File: config.mk
export PLATFORM = sky130hd
export DESIGN_NAME = branch_subsystem
export DESIGN_NICKNAME = d
export VERILOG_FILES = /design/src/branch_pkg.sv /design/src/branch_compare.sv /design/src/branch_decode.sv /design/src/branch_resolve.sv /design/src/branch_subsystem.sv /design/src/branch_target.sv /design/src/return_stack.sv
export SDC_FILE = /design/constraint.sdc
export NUM_CORES = 1
export LEC_CHECK = 0
export ABC_AREA = 0
export BUFFER_PORTS_ARGS = -buffer_cell sky130_fd_sc_hd__buf_2
export CORE_MARGIN = 8
export CORE_UTILIZATION = 55
export DETAILED_ROUTE_END_ITERATION = 10
export GPL_ROUTABILITY_DRIVEN = 0
export PLACE_DENSITY_LB_ADDON = 0.15
export SETUP_SLACK_MARGIN = 0.5
export SYNTH_ARGS = -nofsm -noshare
export SYNTH_HDL_FRONTEND = slang
export SYNTH_SLANG_ARGS = --single-unit
File: constraint.sdc
create_clock -name clk -period 14.3 [get_ports clk]
set_input_delay 0.715 -clock clk [delete_from_list [all_inputs] [get_ports clk]]
set_output_delay 0.715 -clock clk [all_outputs]
set_load 0.005 [all_outputs]
File: src/branch_pkg.sv
// ########################################
// RV32I only, XLEN fixed at 32 bits
// no compressed encodings are recognised
// ########################################
`default_nettype none

package branch_pkg;

    typedef logic [31:0] xlen_t;

    // funct3 of conditional branches
    // 010 and 011 are not defined by the ISA
    typedef enum logic [2:0] {
        fn3_beq  = 3'b000,
        fn3_bne  = 3'b001,
        fn3_blt  = 3'b100,
        fn3_bge  = 3'b101,
        fn3_bltu = 3'b110,
        fn3_bgeu = 3'b111
    } branch_fn3_t;

    // major opcodes of the control transfers
    localparam logic [6:0] op_branch = 7'b1100011;
    localparam logic [6:0] op_jal    = 7'b1101111;
    localparam logic [6:0] op_jalr   = 7'b1100111;

    // link registers used by the call/return hints
    localparam logic [4:0] reg_ra = 5'd1;
    localparam logic [4:0] reg_t0 = 5'd5;

    // B-type, msb first
    typedef struct packed {
        logic        imm12;
        logic [5:0]  imm10_5;
        logic [4:0]  rs2;
        logic [4:0]  rs1;
        branch_fn3_t funct3;
        logic [3:0]  imm4_1;
        logic        imm11;
        logic [6:0]  opcode;
    } b_fmt_t;

    // J-type, immediate bits scrambled as in the spec
    typedef struct packed {
        logic        imm20;
        logic [9:0]  imm10_1;
        logic        imm11;
        logic [7:0]  imm19_12;
        logic [4:0]  rd;
        logic [6:0]  opcode;
    } j_fmt_t;

    // I-type, used for jalr
    typedef struct packed {
        logic [11:0] imm11_0;
        logic [4:0]  rs1;
        logic [2:0]  funct3;
        logic [4:0]  rd;
        logic [6:0]  opcode;
    } i_fmt_t;

    // one instruction word, three views
    typedef union packed {
        b_fmt_t b;
        j_fmt_t j;
        i_fmt_t i;
    } instr_u;

    typedef struct packed {
        instr_u instr;
        xlen_t  pc;
        xlen_t  rs1;
        xlen_t  rs2;
        logic   pred_taken;
    } br_req_t;

    typedef struct packed {
        logic        is_branch;
        logic        is_jal;
        logic        is_jalr;
        branch_fn3_t fn3;
        logic        unsigned_cmp;
        xlen_t       offset;
        logic        rd_zero;
        logic        is_call;
        logic        is_return;
        xlen_t       pc;
        xlen_t       rs1;
        xlen_t       rs2;
        logic        pred_taken;
    } br_op_t;

    typedef struct packed {
        logic cond_true;
        logic is_branch;
    } cmp_res_t;

    typedef struct packed {
        xlen_t target;
        xlen_t link;
        logic  is_jump;
        logic  rd_zero;
        logic  is_call;
        logic  is_return;
        xlen_t pc;
        logic  pred_taken;
    } tgt_res_t;

    typedef struct packed {
        xlen_t pc;
        logic  taken;
        xlen_t target;
        xlen_t link;
        logic  link_valid;
        logic  is_call;
        logic  is_return;
        logic  mispredict;
    } br_res_t;

endpackage

`default_nettype wire

File: src/branch_compare.sv
// ########################################
// compares rs1 against rs2 one stage early
// funct3 010/011 give a false condition
// ########################################
`timescale 1ns/1ps
`default_nettype none

module branch_compare (
    input  logic                 clk,
    input  logic                 rst,
    input  logic                 advance,
    input  logic                 op_valid,
    input  branch_pkg::br_op_t   op,
    output branch_pkg::cmp_res_t cmp
);
    import branch_pkg::*;

    logic               eq;
    logic               lt;
    logic               cond;
    logic signed [32:0] a_ext;
    logic signed [32:0] b_ext;

    assign eq = (op.rs1 == op.rs2);

    // extra top bit is the sign, or zero for unsigned compares
    assign a_ext = {op.rs1[31] & ~op.unsigned_cmp, op.rs1};
    assign b_ext = {op.rs2[31] & ~op.unsigned_cmp, op.rs2};
    assign lt    = (a_ext < b_ext);

    always_comb begin
        case (op.fn3)
            fn3_beq:  cond = eq;
            fn3_bne:  cond = ~eq;
            fn3_blt:  cond = lt;
            fn3_bge:  cond = ~lt;
            fn3_bltu: cond = lt;
            fn3_bgeu: cond = ~lt;
            default:  cond = 1'b0;
        endcase
    end

    always_ff @(posedge clk) begin
        if (rst) begin
            cmp.is_branch <= 1'b0;
        end else if (advance) begin
            // only a live branch takes its condition into account
            cmp.is_branch <= op_valid & op.is_branch;
            cmp.cond_true <= cond;
        end
    end

    a_fn3_legal: assert property (@(posedge clk) disable iff (rst)
        (op_valid && op.is_branch) |-> !(op.fn3 inside {3'b010, 3'b011}))
        else $error("reserved funct3 on a branch");

endmodule

`default_nettype wire

File: src/branch_decode.sv
// ########################################
// only branch, jal and jalr are decoded
// other opcodes pass with all kind flags 0
// ########################################
`timescale 1ns/1ps
`default_nettype none

module branch_decode (
    input  logic                clk,
    input  logic                rst,
    input  logic                advance,
    input  logic                req_valid,
    input  branch_pkg::br_req_t req,
    output logic                op_valid,
    output branch_pkg::br_op_t  op
);
    import branch_pkg::*;

    br_op_t     op_d;
    logic [4:0] rd;
    logic [4:0] rs1_idx;
    logic       rd_link;
    logic       rs1_link;

    // rd and rs1 sit at the same bits in the J and I layouts
    assign rd       = req.instr.i.rd;
    assign rs1_idx  = req.instr.i.rs1;
    assign rd_link  = (rd == reg_ra) || (rd == reg_t0);
    assign rs1_link = (rs1_idx == reg_ra) || (rs1_idx == reg_t0);

    always_comb begin
        op_d           = '0;
        op_d.fn3       = req.instr.b.funct3;
        op_d.pc        = req.pc;
        op_d.rs1       = req.rs1;
        op_d.rs2       = req.rs2;
        op_d.pred_taken = req.pred_taken;
        op_d.rd_zero   = (rd == 5'd0);
        // bltu and bgeu compare without sign
        op_d.unsigned_cmp = (req.instr.b.funct3 == fn3_bltu)
                         || (req.instr.b.funct3 == fn3_bgeu);
        // opcode read once, immediate through the matching view
        case (req.instr.i.opcode)
            op_branch: begin
                op_d.is_branch = 1'b1;
                op_d.offset = {{19{req.instr.b.imm12}}, req.instr.b.imm12,
                               req.instr.b.imm11, req.instr.b.imm10_5,
                               req.instr.b.imm4_1, 1'b0};
            end
            op_jal: begin
                op_d.is_jal = 1'b1;
                op_d.offset = {{11{req.instr.j.imm20}}, req.instr.j.imm20,
                               req.instr.j.imm19_12, req.instr.j.imm11,
                               req.instr.j.imm10_1, 1'b0};
            end
            op_jalr: begin
                op_d.is_jalr = 1'b1;
                op_d.offset = {{20{req.instr.i.imm11_0[11]}}, req.instr.i.imm11_0};
            end
            default: begin
                op_d.offset = '0;
            end
        endcase
        // link register as rd marks a call
        op_d.is_call = (op_d.is_jal || op_d.is_jalr) && rd_link;
        // link register as rs1 marks a return, unless rd repeats it
        op_d.is_return = op_d.is_jalr && rs1_link && (!rd_link || (rd != rs1_idx));
    end

    always_ff @(posedge clk) begin
        if (rst) begin
            op_valid <= 1'b0;
        end else if (advance) begin
            op_valid <= req_valid;
        end
    end

    always_ff @(posedge clk) begin
        if (advance) begin
            op <= op_d;
        end
    end

    a_one_kind: assert property (@(posedge clk) disable iff (rst)
        op_valid |-> $onehot0({op.is_branch, op.is_jal, op.is_jalr}))
        else $error("decode produced more than one transfer kind");

endmodule

`default_nettype wire

File: src/branch_resolve.sv
// ########################################
// reads the stack top before its update
// stack moves only when a valid op loads
// ########################################
`timescale 1ns/1ps
`default_nettype none

module branch_resolve (
    input  logic                 clk,
    input  logic                 rst,
    input  logic                 advance,
    input  logic                 stage_valid,
    input  branch_pkg::cmp_res_t cmp,
    input  branch_pkg::tgt_res_t tgt,
    output logic                 push,
    output logic                 pop,
    output branch_pkg::xlen_t    push_addr,
    input  branch_pkg::xlen_t    top_addr,
    input  logic                 empty,
    output logic                 res_valid,
    output branch_pkg::br_res_t  res
);
    import branch_pkg::*;

    logic  load;
    logic  taken;
    logic  ret_miss;
    logic  dir_miss;
    xlen_t final_target;

    assign load = advance & stage_valid;

    // branches follow the condition, jumps always go
    assign taken = cmp.is_branch ? cmp.cond_true : tgt.is_jump;

    // fall through to pc+4 when not taken
    assign final_target = taken ? tgt.target : tgt.link;

    assign dir_miss = (taken != tgt.pred_taken);

    // return predicted from the stack top
    assign ret_miss = tgt.is_return && (empty || (top_addr != tgt.target));

    // calls and returns act in program order
    assign push      = load & tgt.is_call;
    assign pop       = load & tgt.is_return;
    assign push_addr = tgt.link;

    always_ff @(posedge clk) begin
        if (rst) begin
            res_valid <= 1'b0;
        end else if (advance) begin
            res_valid <= stage_valid;
        end
    end

    always_ff @(posedge clk) begin
        if (advance) begin
            res.pc         <= tgt.pc;
            res.taken      <= taken;
            res.target     <= final_target;
            res.link       <= tgt.link;
            // x0 as rd means nothing to write back
            res.link_valid <= tgt.is_jump & ~tgt.rd_zero;
            res.is_call    <= tgt.is_call;
            res.is_return  <= tgt.is_return;
            res.mispredict <= dir_miss | ret_miss;
        end
    end

endmodule

`default_nettype wire

File: src/branch_subsystem.sv
// ########################################
// three stages, one shared stall signal
// ras_depth a power of two, at least 2
// ########################################
`timescale 1ns/1ps
`default_nettype none

module branch_subsystem #(
    parameter int ras_depth = 4
) (
    input  logic                clk,
    input  logic                rst,
    input  logic                req_valid,
    output logic                req_ready,
    input  branch_pkg::br_req_t req,
    output logic                res_valid,
    input  logic                res_ready,
    output branch_pkg::br_res_t res
);
    import branch_pkg::*;

    logic     advance;
    logic     op_valid;
    br_op_t   op;
    cmp_res_t cmp;
    logic     tgt_valid;
    tgt_res_t tgt;
    logic     push;
    logic     pop;
    xlen_t    push_addr;
    xlen_t    top_addr;
    logic     empty;

    // whole pipe moves when the output slot frees up
    assign advance   = ~res_valid | res_ready;
    assign req_ready = advance;

    branch_decode u_decode (
        .clk, .rst, .advance, .req_valid, .req, .op_valid, .op
    );

    // compare and target run side by side on the same op
    branch_compare u_compare (
        .clk, .rst, .advance, .op_valid, .op, .cmp
    );

    branch_target u_target (
        .clk, .rst, .advance, .op_valid, .op, .tgt_valid, .tgt
    );

    branch_resolve u_resolve (
        .clk, .rst, .advance,
        .stage_valid (tgt_valid),
        .cmp, .tgt, .push, .pop, .push_addr, .top_addr, .empty,
        .res_valid, .res
    );

    return_stack #(
        .ras_depth (ras_depth)
    ) u_ras (
        .clk, .rst, .push, .pop, .push_addr, .top_addr, .empty
    );

endmodule

`default_nettype wire

File: src/branch_target.sv
// ########################################
// misaligned targets raise no exception
// jalr target has bit 0 forced low
// ########################################
`timescale 1ns/1ps
`default_nettype none

module branch_target (
    input  logic                 clk,
    input  logic                 rst,
    input  logic                 advance,
    input  logic                 op_valid,
    input  branch_pkg::br_op_t   op,
    output logic                 tgt_valid,
    output branch_pkg::tgt_res_t tgt
);
    import branch_pkg::*;

    xlen_t base;
    xlen_t sum;

    // jalr is register relative, everything else pc relative
    assign base = op.is_jalr ? op.rs1 : op.pc;
    assign sum  = base + op.offset;

    always_ff @(posedge clk) begin
        if (rst) begin
            tgt_valid <= 1'b0;
        end else if (advance) begin
            tgt_valid <= op_valid;
        end
    end

    always_ff @(posedge clk) begin
        if (advance) begin
            tgt.target     <= {sum[31:1], sum[0] & ~op.is_jalr};
            tgt.link       <= op.pc + 32'd4;
            tgt.is_jump    <= op.is_jal | op.is_jalr;
            // hint flags travel with the target for the stack
            tgt.rd_zero    <= op.rd_zero;
            tgt.is_call    <= op.is_call;
            tgt.is_return  <= op.is_return;
            tgt.pc         <= op.pc;
            tgt.pred_taken <= op.pred_taken;
        end
    end

endmodule

`default_nettype wire

File: src/return_stack.sv
// ########################################
// ras_depth must be a power of two, >= 2
// full push drops the oldest entry
// ########################################
`timescale 1ns/1ps
`default_nettype none

module return_stack #(
    parameter int ras_depth = 4
) (
    input  logic              clk,
    input  logic              rst,
    input  logic              push,
    input  logic              pop,
    input  branch_pkg::xlen_t push_addr,
    output branch_pkg::xlen_t top_addr,
    output logic              empty
);
    import branch_pkg::*;

    localparam int ptr_w = $clog2(ras_depth);
    localparam int cnt_w = ptr_w + 1;
    localparam logic [cnt_w-1:0] full_count = cnt_w'(ras_depth);

    xlen_t            mem [ras_depth];
    logic [ptr_w-1:0] top_ptr;
    logic [ptr_w-1:0] ptr_next;
    logic [cnt_w-1:0] count;
    logic [cnt_w-1:0] cnt_next;

    assign empty    = (count == '0);
    assign top_addr = mem[top_ptr];

    // pop first, then push, so a call-return pair replaces the top
    always_comb begin
        ptr_next = top_ptr;
        cnt_next = count;
        if (pop && !empty) begin
            ptr_next = ptr_next - 1'b1;
            cnt_next = cnt_next - 1'b1;
        end
        if (push) begin
            ptr_next = ptr_next + 1'b1;
            // count saturates, the pointer wraps over the oldest
            if (cnt_next != full_count) begin
                cnt_next = cnt_next + 1'b1;
            end
        end
    end

    always_ff @(posedge clk) begin
        if (rst) begin
            top_ptr <= '0;
            count   <= '0;
        end else begin
            top_ptr <= ptr_next;
            count   <= cnt_next;
        end
    end

    always_ff @(posedge clk) begin
        if (push) begin
            mem[ptr_next] <= push_addr;
        end
    end

    a_count_bound: assert property (@(posedge clk) disable iff (rst)
        count <= full_count)
        else $error("return stack count above depth");

endmodule

`default_nettype wire
==> run_results.csv <==
group,metric,value,unit
synth,syn-num-nets,1371,
drt,vias,10690,
cts,h-tree-depth,2,
critical_path,worst-path-buf-inv,2,
critical_path,worst_setup_path_end_kind,"register",
sta,setup_viol,0,
finish,final_cells,1934,
critical_path,worstPathRequired,14590,ps
finish,antenna_cells,0,
critical_path,critPathMaxFanout,36,
min_path,holdCritPathClass,"primary input to register",
die,die-height,204,µm
drt,ant_nets,0,
synth,synthArstFlopShare,0,
critical_path,cpMaxStageDelayCell,"mux2_2",
cts,cts_sinks,464,
global_routing,grt_pass1_vias,10858,
die,rows,68,
cts,clockBufferDepth,3,
critical_path,path_cells,"buf_4 -> mux2_2 -> ha_1 -> inv_1 -> fa_1 -> nor2b_1 -> o211ai_1 -> a31oi_1 -> a31o_2 -> o211ai_2 -> a21oi_1 -> nor4b_1 -> nor3_1",
sta,slew_viol_final,0,
drt,drt_first_pass_iters,4,
finish,layout-drive-gt1-share,0.287,
synth,ys.flop_type,"edfxtp_1",
die,die_w,204,µm
run,drv_cap,0,
sta,rsz0062_at_grt,"false",
die,core,34600,µm²
finish,area_growth,17.3,%
critical_path,worst_path_dominant_cell_family,"compound AO/OA/AOI/OAI gates",
cts,clkSlewWorstSetupHoldPaths,60,ps
synth,ys_ff_latch,464,
drt,wirelength,40700,µm
sta,fin_crit,3400,ps
placement,dp_cells,1845,
cts,cts-resized-gates,0,
die,io_pins,236,
drt,drcViolationCount,0,
critical_path,worst-r2r-setup-slack,10900,ps
critical_path,arrival,3690,ps
sta,slew_headroom,0.328,
drt,dr.first_iter.drc_count,821,
drt,post_drt_wl_per_cell,21.0,µm
placement,dp_hpwl,29100,µm
synth,avgSynthCellArea,16.6,µm²
pwr,power.leakage,8.86,nW
critical_path,crit_path_start_kind,"register",
cts,cts_tree,"yes",
critical_path,crit_type,"register to register",
placement,place_area,21100,µm²
finish,n_fill_cell,2444,
global_routing,grt_pass1_wl,61900,µm
synth,synth_seq_area_share,0.715,
sta,max_freq,0.294,GHz
finish,multiInputGateArea,5220,µm²
cts,clock-root-buffer,"clkbuf_16",
synth,synth_cell_type_count,59,
sta,skew,15.0,ps
die,dieArea,41400,µm²
cts,ctsHoldBuffers,0,
placement,portBuffers,235,
global_routing,grt_usage,0.195,
synth,synth-edff-count,455,
synth,yosysWarningCount,0,
finish,fin_area,22700,µm²
cts,numCtsBuffers,48,
sta,hold_viol_final,0,
cts,cts_setup_buffers,0,
finish,seqCellArea,13800,µm²
status,status,"complete, no violations",
drt,viasPerCell,5.53,
pwr,irDropWorstVdd,0.101,mV
sta,tns,0,ps
finish,fin_nets,1642,
synth,synthCells,1169,
global_routing,grt_max_degree,122,
pwr,powerDensity,136,nW/µm²
critical_path,slowest_delay,390,ps
cts,worstSkewPairLatency,560,ps
die,initial_core_util,0.559,
global_routing,antenna_found_initial,2,
sta,tightestPinTransition,1010,ps
global_routing,grt_remaining_overflow,0,
synth,netlist_area,19400,µm²
sta,fin_crit_sh,0.238,
[flip-flops by register name (all words and copies together) (netlist names), 2 cells and up]
| name | cells |
|---|---|
| u_compare.cmp | 2 |
| u_decode.op | 128 |
| u_ras.count | 3 |
| u_ras.mem | 128 |
| u_ras.top_ptr | 2 |
| u_resolve.res | 99 |
| u_target.tgt | 99 |
[synthesized netlist by cell type, drive strengths merged (13+ instances only)]
library cell / n / share of area
xnor2: 65 / 0.029
clkbuf: 17 / 0.0033
mux2: 61 / 0.035
nor3: 16 / 0.0041
a21o: 24 / 0.0093
nand4: 20 / 0.0065
mux4: 32 / 0.037
nor2: 48 / 0.0093
ha: 68 / 0.044
edfxtp: 455 / 0.71
nand3: 30 / 0.0078
nand2: 55 / 0.011
xor2: 27 / 0.012
inv: 54 / 0.010
a21oi: 49 / 0.013
o21ai: 21 / 0.0056
nor2b: 13 / 0.0046
[cells by family (layout without fill, tap and decap cells)]
family / count (synthesis) / count (layout) / synth area share
AO/OA/AOI/OAI: 139 / 139 / 0.0469
XOR/XNOR: 92 / 92 / 0.0416
adder cells (fa/ha/maj): 69 / 69 / 0.0450
buffers and inverters: 80 / 390 / 0.0165
flip-flops: 464 / 464 / 0.715
multiplexers: 99 / 99 / 0.0758
AND/OR/NAND/NOR: 226 / 226 / 0.0588
[metrics by stage]
step	util	worst slack [ps]	hold slack (ps)	total power [mW]
floorplan	-	2900	400	1.77
global route	0.656	10600	306	3.20
detailed placement	0.610	10710	405	1.88
finish	0.656	10900	331	3.09
global placement	0.610	10810	402	1.87
CTS	0.656	10880	300	3.12
[path summary, 6_finish.rpt]
| check | startpoint | endpoint | cells past startpoint |
|---|---|---|---|
| setup / recovery | u_decode.op[136]$_DFFE_PN_ | u_target.tgt[99]$_DFFE_PN_ | 13 |
| hold / removal | req[8] | u_decode.op[8]$_DFFE_PN_ | 1 |
| setup reg to reg | u_decode.op[136]$_DFFE_PN_ | u_target.tgt[99]$_DFFE_PN_ | 13 |
| hold reg to reg | u_target.tgt[4]$_DFFE_PN_ | u_resolve.res[72]$_DFFE_PN_ | 0 |
[layout make-up]
cell class | instances | area share
clock buffer | 59 | 0.0566
clock inverter | 30 | 0.0133
inverter | 54 | 0.00926
multi-input combinational | 625 | 0.230
sequential | 464 | 0.610
tap | 455 | 0.0251
timing repair buffer | 247 | 0.0558
[layout by cell type (no fill, tap or decap), drive strengths merged, types with 2 or more instances in the layout]
master / Yosys / final
edfxtp: 455 / 455
buf: 9 / 247
ha: 68 / 68
xnor2: 65 / 65
mux2: 61 / 61
clkbuf: 17 / 59
nand2: 55 / 55
inv: 54 / 54
a21oi: 49 / 49
nor2: 48 / 48
mux4: 32 / 32
nand3: 30 / 30
xor2: 27 / 27
a21o: 24 / 24
clkinv: 0 / 24
o21ai: 21 / 21
nand4: 20 / 20
nor3: 16 / 16
nor2b: 13 / 13
and3: 12 / 12
dfxtp: 9 / 9
nand2b: 7 / 7
o21a: 6 / 6
o21bai: 6 / 6
a22o: 6 / 6
bufinv: 0 / 6
mux2i: 6 / 6
a211oi: 6 / 6
and2: 5 / 5
o211ai: 5 / 5
nor4: 5 / 5
or3: 4 / 4
or2: 3 / 3
a31oi: 3 / 3
a21boi: 3 / 3
a211o: 2 / 2
nor4b: 2 / 2
or4: 2 / 2
o311ai: 2 / 2
[metal layers]
layer | vias to the layer above | wire length (µm) | global-route usage | part of all wire
li1 | 5034 | - | - | -
met1 | 5231 | 18100 | 0.273 | 0.45
met2 | 360 | 18800 | 0.307 | 0.46
met3 | 61 | 2890 | 0.0405 | 0.071
met4 | 4 | 873 | 0.0541 | 0.021
met5 | - | 22 | 0 | 0.00054
[power breakdown]
part           switching, mW  internal, mW  total [mW]
clock network          0.492         0.746        1.24
registers             0.0620          1.59        1.65
logic                  0.103        0.0976       0.201
total                  0.657          2.43        3.09
Note: power is estimated with default switching activity, not from simulation.
